[src/hdl/fetch_config.svh]
`ifndef FETCH_CONFIG_SVH
`define FETCH_CONFIG_SVH

// ******************************
// fetch stage parameters
// ******************************

// pc and address width
`define FETCH_XLEN 64

// first fetch address after reset
`define FETCH_RESET_PC 64'h0000_0000_8000_0000

// direct mapped, 64-bit lines
// two instructions per line
`define ICACHE_LINES 16

`endif

[src/hdl/fetch_pkg.sv]
package fetch_pkg;

	// ******************************
	// instruction word views
	// ******************************

	// one 32-bit word, read as B-type or as J-type
	typedef union packed {
		// conditional branch layout
		struct packed {
			logic       imm12;
			logic [5:0] imm10_5;
			logic [4:0] rs2;
			logic [4:0] rs1;
			logic [2:0] funct3;
			logic [3:0] imm4_1;
			logic       imm11;
			logic [6:0] opcode;
		} b;
		// jal layout
		struct packed {
			logic       imm20;
			logic [9:0] imm10_1;
			logic       imm11;
			logic [7:0] imm19_12;
			logic [4:0] rd;
			logic [6:0] opcode;
		} j;
	} rv_inst_t;

	// predecode result
	typedef enum logic [1:0] {
		none        = 2'd0,
		cond_branch = 2'd1,
		jal         = 2'd2
	} branch_kind_t;

endpackage

[src/hdl/fetch_slot_if.sv]
`include "fetch_config.svh"

// current fetch slot, shared by cache, predecode,
// next-pc unit and output register
interface fetch_slot_if;

	// fetch address, owned by the next-pc unit
	logic [`FETCH_XLEN-1:0] pc;
	// word at pc, valid when hit is high
	logic [31:0]            inst;
	logic                   hit;
	// slot accepted on this edge
	logic                   advance;

	// pc register side
	modport pc_side (output pc, output advance, input inst, input hit);

	// lookup side
	modport cache (input pc, output inst, output hit);

	// predecode only looks at the word
	modport decode (input inst, input hit);

	// output register side
	modport sink (input pc, input inst, input advance);

endinterface

[src/hdl/branch_predecode.sv]
module branch_predecode import fetch_pkg::*; (
	fetch_slot_if.decode slot,
	output branch_kind_t kind,
	output logic [63:0]  offset
);

	// ******************************
	// word views
	// ******************************

	rv_inst_t    word;
	logic [63:0] imm_b;
	logic [63:0] imm_j;

	assign word = slot.inst;

	// B immediate, sign taken from bit 31
	assign imm_b = {{51{word.b.imm12}}, word.b.imm12, word.b.imm11,
		word.b.imm10_5, word.b.imm4_1, 1'b0};

	// J immediate, same sign bit, other layout
	assign imm_j = {{43{word.j.imm20}}, word.j.imm20, word.j.imm19_12,
		word.j.imm11, word.j.imm10_1, 1'b0};

	// ******************************
	// classify
	// ******************************

	always_comb begin
		kind = none;
		if (slot.hit) begin
			if (word.j.opcode == 7'b1101111) begin
				// jal
				kind = jal;
			end else if (word.b.opcode == 7'b1100011) begin
				// beq bne blt bge bltu bgeu, 010 and 011 are reserved
				case (word.b.funct3)
					3'b000, 3'b001, 3'b100,
					3'b101, 3'b110, 3'b111: kind = cond_branch;
					default:                kind = none;
				endcase
			end
		end
	end

	// offset only meaningful for a branch or jal
	always_comb begin
		case (kind)
			jal:         offset = imm_j;
			cond_branch: offset = imm_b;
			default:     offset = '0;
		endcase
	end

endmodule

[src/hdl/fetch_output_reg.sv]
`include "fetch_config.svh"

module fetch_output_reg (
	input  logic                   clk,
	input  logic                   rst,
	fetch_slot_if.sink             slot,
	input  logic                   redirect,
	input  logic                   id_ready,
	output logic                   space,
	output logic                   id_valid,
	output logic [`FETCH_XLEN-1:0] id_pc,
	output logic [31:0]            id_inst
);

	// room for a new slot: empty, or draining this edge
	assign space = !id_valid || id_ready;

	// valid bit
	always_ff @(posedge clk) begin
		if (rst) begin
			id_valid <= 1'b0;
		end else if (redirect) begin
			// flush, the held word is on the wrong path
			id_valid <= 1'b0;
		end else if (slot.advance) begin
			id_valid <= 1'b1;
		end else if (id_ready) begin
			// transfer with nothing behind it
			id_valid <= 1'b0;
		end
	end

	// pc/inst pair toward decode
	always_ff @(posedge clk) begin
		if (slot.advance) begin
			id_pc   <= slot.pc;
			id_inst <= slot.inst;
		end
	end

	// advance comes from the pc unit, so this ties the two together
	hold_a: assert property (
		@(posedge clk) disable iff (rst)
		id_valid && !id_ready |=> $stable(id_pc) && $stable(id_inst)
	) else $error("fetch_output_reg: output changed under back-pressure");

endmodule

[src/hdl/fetch_stage.sv]
`include "fetch_config.svh"

module fetch_stage import fetch_pkg::*; (
	input  logic                   clk,
	input  logic                   rst,
	// resolved next pc from a later stage
	input  logic                   redirect,
	input  logic [`FETCH_XLEN-1:0] redirect_pc,
	// toward decode
	output logic                   id_valid,
	output logic [`FETCH_XLEN-1:0] id_pc,
	output logic [31:0]            id_inst,
	input  logic                   id_ready,
	// line refill port
	output logic                   mem_req,
	output logic [`FETCH_XLEN-1:0] mem_addr,
	input  logic                   mem_ack,
	input  logic [63:0]            mem_data
);

	// ******************************
	// internal wiring
	// ******************************

	fetch_slot_if slot ();

	branch_kind_t kind;
	logic [63:0]  offset;
	logic         space;

	// ******************************
	// blocks
	// ******************************

	icache u_icache (
		.clk      (clk),
		.rst      (rst),
		.slot     (slot.cache),
		.mem_req  (mem_req),
		.mem_addr (mem_addr),
		.mem_ack  (mem_ack),
		.mem_data (mem_data)
	);

	branch_predecode u_predecode (.slot(slot.decode), .kind(kind), .offset(offset));

	next_pc_unit u_next_pc (
		.clk(clk), .rst(rst), .slot(slot.pc_side), .kind(kind), .offset(offset),
		.space(space), .redirect(redirect), .redirect_pc(redirect_pc)
	);

	fetch_output_reg u_out_reg (
		.clk(clk), .rst(rst), .slot(slot.sink), .redirect(redirect), .id_ready(id_ready),
		.space(space), .id_valid(id_valid), .id_pc(id_pc), .id_inst(id_inst)
	);

endmodule

[src/hdl/icache.sv]
`include "fetch_config.svh"

module icache (
	input  logic                   clk,
	input  logic                   rst,
	fetch_slot_if.cache            slot,
	output logic                   mem_req,
	output logic [`FETCH_XLEN-1:0] mem_addr,
	input  logic                   mem_ack,
	input  logic [63:0]            mem_data
);

	// ******************************
	// geometry
	// ******************************

	// byte offset inside a 64-bit line
	localparam int OFF_W = 3;
	// set index
	localparam int IDX_W = $clog2(`ICACHE_LINES);
	// everything above the index
	localparam int TAG_W = `FETCH_XLEN - IDX_W - OFF_W;

	// ******************************
	// storage
	// ******************************

	logic [63:0]              line_data [`ICACHE_LINES];
	logic [TAG_W-1:0]         line_tag  [`ICACHE_LINES];
	logic [`ICACHE_LINES-1:0] line_valid;

	// ******************************
	// lookup
	// ******************************

	logic [IDX_W-1:0] look_idx;
	logic [TAG_W-1:0] look_tag;
	logic [63:0]      look_line;

	assign look_idx  = slot.pc[OFF_W +: IDX_W];
	assign look_tag  = slot.pc[`FETCH_XLEN-1 -: TAG_W];
	assign look_line = line_data[look_idx];

	// combinational from pc, no pipeline stage here
	assign slot.hit = line_valid[look_idx] && (line_tag[look_idx] == look_tag);

	// pc bit 2 picks the upper or lower instruction
	assign slot.inst = slot.pc[2] ? look_line[63:32] : look_line[31:0];

	// ******************************
	// refill
	// ******************************

	logic [IDX_W-1:0] fill_idx;
	logic [TAG_W-1:0] fill_tag;
	logic             fill_done;
	logic             start_fill;

	// fill target comes from the latched address, not from pc,
	// so a redirect during a refill does not move the write
	assign fill_idx  = mem_addr[OFF_W +: IDX_W];
	assign fill_tag  = mem_addr[`FETCH_XLEN-1 -: TAG_W];
	assign fill_done = mem_req && mem_ack;

	// one refill at a time
	assign start_fill = !mem_req && !slot.hit;

	// request state and valid bits
	always_ff @(posedge clk) begin
		if (rst) begin
			mem_req    <= 1'b0;
			line_valid <= '0;
		end else if (fill_done) begin
			mem_req              <= 1'b0;
			line_valid[fill_idx] <= 1'b1;
		end else if (start_fill) begin
			mem_req <= 1'b1;
		end
	end

	// line data, tags and the request address
	always_ff @(posedge clk) begin
		if (fill_done) begin
			line_data[fill_idx] <= mem_data;
			line_tag[fill_idx]  <= fill_tag;
		end
		// address latched with the rising request, line aligned
		if (start_fill) begin
			mem_addr <= {slot.pc[`FETCH_XLEN-1:OFF_W], {OFF_W{1'b0}}};
		end
	end

	// ******************************
	// checks
	// ******************************

	// memory side only acknowledges a pending refill
	ack_pending_a: assert property (
		@(posedge clk) disable iff (rst)
		mem_ack |-> mem_req
	) else $error("icache: mem_ack without a pending refill");

endmodule

[src/hdl/next_pc_unit.sv]
`include "fetch_config.svh"

module next_pc_unit import fetch_pkg::*; (
	input  logic                   clk,
	input  logic                   rst,
	fetch_slot_if.pc_side          slot,
	input  branch_kind_t           kind,
	input  logic [63:0]            offset,
	input  logic                   space,
	input  logic                   redirect,
	input  logic [`FETCH_XLEN-1:0] redirect_pc
);

	// ******************************
	// static prediction
	// ******************************

	logic                   taken;
	logic [`FETCH_XLEN-1:0] target;
	logic [`FETCH_XLEN-1:0] seq_pc;
	logic [`FETCH_XLEN-1:0] pc_next;

	// jal always, branches only backward
	assign taken = (kind == jal) ||
		((kind == cond_branch) && offset[63]);

	assign target = slot.pc + offset;
	assign seq_pc = slot.pc + `FETCH_XLEN'd4;

	// slot moves on hit with room downstream, never on a redirect
	assign slot.advance = slot.hit && space && !redirect;

	// ******************************
	// pc select
	// ******************************

	always_comb begin
		if (redirect) begin
			// resolved pc from a later stage wins
			pc_next = redirect_pc;
		end else if (slot.advance) begin
			pc_next = taken ? target : seq_pc;
		end else begin
			// miss or stall, keep looking at the same pc
			pc_next = slot.pc;
		end
	end

	// pc register
	always_ff @(posedge clk) begin
		if (rst) begin
			slot.pc <= `FETCH_RESET_PC;
		end else begin
			slot.pc <= pc_next;
		end
	end

	// ******************************
	// checks
	// ******************************

	// holds only if redirect targets are aligned too
	pc_aligned_a: assert property (
		@(posedge clk) disable iff (rst)
		slot.pc[1:0] == 2'b00
	) else $error("next_pc_unit: pc %h not 4-byte aligned", slot.pc);

endmodule

[config.mk]
export PLATFORM = sky130hd
export DESIGN_NAME = fetch_stage
export DESIGN_NICKNAME = d
export VERILOG_FILES = /design/src/hdl/fetch_pkg.sv /design/src/hdl/fetch_slot_if.sv /design/src/hdl/branch_predecode.sv /design/src/hdl/fetch_output_reg.sv /design/src/hdl/fetch_stage.sv /design/src/hdl/icache.sv /design/src/hdl/next_pc_unit.sv
export VERILOG_INCLUDE_DIRS = /design/src /design/src/hdl
export SDC_FILE = /design/constraint.sdc
export NUM_CORES = 2
export LEC_CHECK = 0
export BUFFER_PORTS_ARGS = -buffer_cell sky130_fd_sc_hd__buf_2
export CAP_MARGIN = 10
export CORE_ASPECT_RATIO = 0.8
export CORE_MARGIN = 5
export CORE_UTILIZATION = 45
export DETAILED_ROUTE_END_ITERATION = 16
export GPL_TIMING_DRIVEN = 0
export SETUP_SLACK_MARGIN = 0.15
export SLEW_MARGIN = 20
export SYNTH_ARGS = -nofsm -noshare
export SYNTH_HDL_FRONTEND = slang
export SYNTH_SLANG_ARGS = --single-unit
[constraint.sdc]
create_clock -name clk -period 23 [get_ports clk]
set_clock_uncertainty 0.05 [all_clocks]
set_input_delay 0 -clock clk [delete_from_list [all_inputs] [get_ports clk]]
set_output_delay 0 -clock clk [all_outputs]
set_load 0.01 [all_outputs]
Word-level counts from Yosys, hierarchy flattened:

Memories as Yosys holds them, arrays and structs flattened. A register that Yosys moved wholly into a read port is not among the register bits.
Index checks and enable logic that the tools add are counted.

* order comparisons: 3
* bitwise gates (word level): 1
* eq/ne operators: 10
* reductions and logical operators: 19
* multiplexer cells: 21
* add/sub/neg operators: 2

Operator list (number)
* two-way mux 64 bit: 3
* one-hot mux 64 bit (2 select lines): 1
* adder 64 x 3 -> 64 bit (second input constant): 1
* adder 64 bit: 1
* == test 57 bit: 1
* two-way mux 32 bit: 1
* two-way mux 4 bit: 4
* OR 16 bit: 1
* == test 7 bit (second input constant): 2
* == test 3 bit (second input constant): 4
* less-than comparator 4 x 5 -> 1 bit (second input constant): 2
* logical AND 1 bit: 7
* two-way mux 1 bit: 7
* two-way mux 2 bit: 3
* OR reduction 6 bit: 1
* binary-select mux 1 bit (select 4 bit): 1
* demux 1 bit (select 4 bit): 1
* greater-or-equal comparator 4 x 1 -> 1 bit (second input constant): 1
* logical NOT 1 bit: 4
* nonzero test 2 bit: 2
* OR reduction 2 bit: 2
* == test 3 x 1 -> 1 bit (second input constant): 1
* logical NOT 3 bit: 1
* == test 2 x 1 -> 1 bit (second input constant): 1
* other kinds (2): 3

* output and inout port bits: 162
* bits of input ports: 133
* logic and storage cells: 65
* bits in writable memories: 1936
* memories kept: 2
* register bits: 239

Memory list
* u_icache.line_data: words 16, bits a word 64, read ports 1, clocked after Yosys merged registers in 1, wr ports 1, RTL line icache.sv:28 `` logic [63:0] line_data [`ICACHE_LINES]; ``
* u_icache.line_tag: words 16, bits a word 57, read ports 1, clocked after Yosys merged registers in 1, wr ports 1, RTL line icache.sv:29 `` logic [TAG_W-1:0] line_tag [`ICACHE_LINES]; ``

Depth between registers and ports, before layout:

* word-level depth: 16
* gate-level depth with buffers: 33

By module:

From an unflattened synthesis, not the netlist that was laid out.

* cell total of the unflattened synthesis: 4627
* area, all modules: 89133.0 um^2

Modules (own cells, without submodules)
* icache: area each 76996.3 um^2, cells an instance 3196, times used 1, sequential area each 60307.8 um^2
* next_pc_unit: area each 8578.2 um^2, cells an instance 1236, times used 1, sequential area each 1281.2 um^2
* fetch_output_reg: area each 2932.8 um^2, cells an instance 100, times used 1, sequential area each 2902.8 um^2
* branch_predecode: area each 625.6 um^2, cells an instance 95, times used 1, sequential area each 0.0 um^2

Worst setup path before layout:

OpenSTA, ideal clock, no wires.

* path type: register to register
* start point: register u_icache.mem_addr[4]
* end point: memory u_icache.line_data[0][0] (enable)
* cell stages (with the launch flop): 3
* path buffers: 0
* setup time: 0.751 ns
* data arrival time: 9.136 ns
* clock period less this slack: 9.938 ns
* path slack: 13.062 ns
* path through: edfxtp_1 > or3_1 > nor3_1

RTL lines
* start: declaration: RTL line icache.sv:8 `` output logic [`FETCH_XLEN-1:0] mem_addr, ``
* start signal: assignment: RTL line icache.sv:89 `` mem_addr <= {slot.pc[`FETCH_XLEN-1:OFF_W], {OFF_W{1'b0}}}; ``
* end: declaration: RTL line icache.sv:28

Straight into the memory's write port.

==> flow_metrics.env <==
export IMPL_status="completed"
export IMPL_drtPass1Iterations=8
export IMPL_post_cts_buffers=0
export IMPL_crit_arrival_ns=12.77
export IMPL_clk_latency_ns=0.85
export IMPL_final_antenna_net_count=0
export IMPL_path_class="reg2reg"
export IMPL_synth_edf_count=2093
export IMPL_port_buffers=289
export IMPL_clkTransAtPathRegs_ns=0.07
export IMPL_synth_xor_area_share_pct=1.134
export IMPL_drtIter0Drc=7478
export IMPL_syn_avg_cell_area_sq_um=19.25
export IMPL_rsz0062_at_grt="no"
export IMPL_stdcell_count=8294
export IMPL_cts_tree="yes"
export IMPL_fp_dieArea_sq_um=206500
export IMPL_ir_worst_vdd_mv=0.08946
export IMPL_fin_area_sq_um=105900
export IMPL_finalWeightedCongestion=0.9832
export IMPL_powerDensity_nw_per_um2=79.25
export IMPL_fin_util_pct=54.08
export IMPL_coreArea_sq_um=195800
export IMPL_leakage_nw=35.00
export IMPL_cts_buffer_depth=3
export IMPL_drt_wirelength_per_cell_microns=34.71
export IMPL_cp_common_cell="buf_4"
export IMPL_holdWs_ns=0.05073
export IMPL_finalCriticalPeriod_ns=12.08
export IMPL_synth_simple_gate_area_share_pct=3.655
export IMPL_grt_overflow=0
export IMPL_ys_async_sr_fraction_pct=0
export IMPL_layout_nets=5742
export IMPL_drive_gt1_share_pct=26.91
export IMPL_synthToLayoutAreaGrowth_pct=19.16
export IMPL_worstPathRequired_ns=23.68
export IMPL_regToRegSetupSlack_ns=10.92
export IMPL_cp_end_kind="flip-flop"
export IMPL_place_area_sq_um=97310
export IMPL_wirelength_microns=287800
export IMPL_cts_sinks=2179
export IMPL_synth_compound_area_share_pct=4.286
export IMPL_ios=295
export IMPL_syn_cell_area_sq_um=88840
export IMPL_finalCritPeriodShare_pct=52.54
export IMPL_max_stage_delay_ns=0.89
export IMPL_grt_usage_pct=27.50
export IMPL_grt_pass1_wl_microns=399300
export IMPL_route_detailed_drc=0
export IMPL_slew_headroom_pct=20.21
export IMPL_ys_flop_type="edfxtp_1"
export IMPL_crit_path_top_delay_cell="a221oi_1"
export IMPL_cp_start_kind="flip-flop"
export IMPL_cts_buffers=207
export IMPL_finalPower_mw=8.390
export IMPL_slew_viol_final=0
export IMPL_grt_pass1_vias=49740
export IMPL_vias=51660
export IMPL_synth_seq_area_share_pct=72.68
export IMPL_worst_slew_pin_slew_ns=1.192
export IMPL_synth_area_mux_share_pct=15.66
export IMPL_clockRootBuffer="clkbuf_16"
export IMPL_finalSetupViolCount=0
export IMPL_timing_fmax_ghz=0.08275
export IMPL_vias_per_cell=6.228
export IMPL_drv_cap=0
export IMPL_rows=145
export IMPL_path_max_fanout=10
export IMPL_synthAdderAreaFrac_pct=0.9380
export IMPL_place_inst=7694
export IMPL_ys_seq_elements=2179
export IMPL_antenna_found_initial=22
export IMPL_hold_violations=0
export IMPL_dp_final_hpwl_microns=205700
export IMPL_hold_path_class="in2reg"
export IMPL_synth_cells=4615
export IMPL_fp_dieW_microns=506.8
export IMPL_yosys_warnings=0
export IMPL_cts_resized_gates=0
export IMPL_htree_levels=4
export IMPL_fp_dieH_microns=407.4
export IMPL_yosysUniqueCellTypes=89
export IMPL_grt_max_degree=30
export IMPL_start_util_pct=45.38
export IMPL_synth_top_family_by_area="multiplexers"
[worst max-delay path: cells and delay by family (launching register included)]
kind	cells	cell delay (ns)
XOR/XNOR	1	0.72
AND/OR/NAND/NOR	9	2.77
multiplexers	3	0.72
adder cells (fa/ha/maj)	2	0.60
AO/OA/AOI/OAI	9	3.78
flip-flops	1	0.32
buffers and inverters	8	2.88
[layout make-up]
| cell class | instances | area, sq um |
|---|---|---|
| repair buffers | 717 | 7207 |
| inverters | 51 | 191.4 |
| fillers | 15100 | 89900 |
| well taps | 2572 | 3218 |
| clock buffers | 258 | 5423 |
| clock inverters | 119 | 958.4 |
| flip-flops and latches | 2179 | 64570 |
| diodes | 11 | 27.53 |
| multi-input cells | 2131 | 22970 |
| plain buffers | 256 | 1297 |
[power by group]
group          switching, mW  internal (mW)
logic                  0.375          0.257
clock network           1.50           1.76
registers             0.0859           4.41
[kinds of logic (layout without fill, tap and decap cells)]
group,Yosys count,after routing
AO/OA/AOI/OAI,580,580
XOR/XNOR,115,115
adder cells (fa/ha/maj),66,66
buffers and inverters,307,1401
flip-flops,2179,2179
multiplexers,675,675
other,1,14
AND/OR/NAND/NOR,692,692
[stage by stage]
stage / setup TNS [ns] / setup WS [ns]
global route: 0 / 10.67
detailed placement: 0 / 11.74
CTS: 0 / 11.29
floorplan: 0 / 13.06
global placement: -3.236 / -0.06626
finish: 0 / 10.92
[path summary, 6_finish.rpt]
kind / start / to / cells past startpoint
setup / recovery: flip-flop / u_next_pc.slot.pc[50]$_SDFFE_PP0N_ / 32
hold / removal: redirect_pc[25] / u_next_pc.slot.pc[25]$_SDFFE_PP0N_ / 4
setup reg to reg: flip-flop / u_next_pc.slot.pc[50]$_SDFFE_PP0N_ / 32
hold reg to reg: u_next_pc.slot.pc[0]$_SDFFE_PP0P_ / u_out_reg.id_pc[0]$_DFFE_PP_ / 0
[placed cells by master, fill, tap and decap left out, drive strengths merged, types with 101 or more instances in the layout]
| cell | count |
|---|---|
| dlygate4sd3 | 211 |
| clkinv | 101 |
| a21oi | 164 |
| nor2 | 148 |
| mux4 | 570 |
| nand2 | 277 |
| clkbuf | 385 |
| edfxtp | 2093 |
| o21ai | 120 |
| buf | 635 |
[what timing repair did]
item | in CTS | in global routing
hold endpoints to repair | 1150 | 0
endpoints found under the setup margin | 0 | 0
hold buffers | 211 | 0
[cell usage after synthesis (37+ instances only)]
library cell	number	area, sq um
mux2i_1	90	900.9
o21ai_0	116	580.6
mux4_2	569	12810
nand3_1	58	290.3
xnor2_1	83	727.0
nor3_1	37	185.2
ha_1	65	813.3
a21o_1	48	360.4
dfxtp_1	86	1722
inv_1	48	180.2
buf_1	37	138.9
buf_2	56	280.3
a21oi_1	164	820.8
nor2_1	148	555.5
nand2_1	276	1036
edfxtp_1	2093	62850
clkbuf_1	123	461.7
[sequential cells by signal (all words and copies together), names as in the netlist, named ones only]
| signal | cells |
|---|---|
| u_next_pc.slot.pc | 64 |
| u_icache.mem_addr | 61 |
| u_icache.mem_req | 1 |
| u_icache.line_data | 1024 |
| u_out_reg.id_pc | 64 |
| u_icache.line_tag | 912 |
| u_out_reg.id_inst | 32 |
| u_out_reg.id_valid | 1 |
| u_icache.line_valid | 16 |
[routing by layer]
layer	GRT usage, %	up-vias	wire length [microns]
li1	-	20890	-
met1	40.80	27400	120000
met2	40.83	2952	128900
met3	6.477	413	29600
met5	0	-	39
met4	8.157	6	9339
No activity file was read; power rests on OpenSTA's default activity.
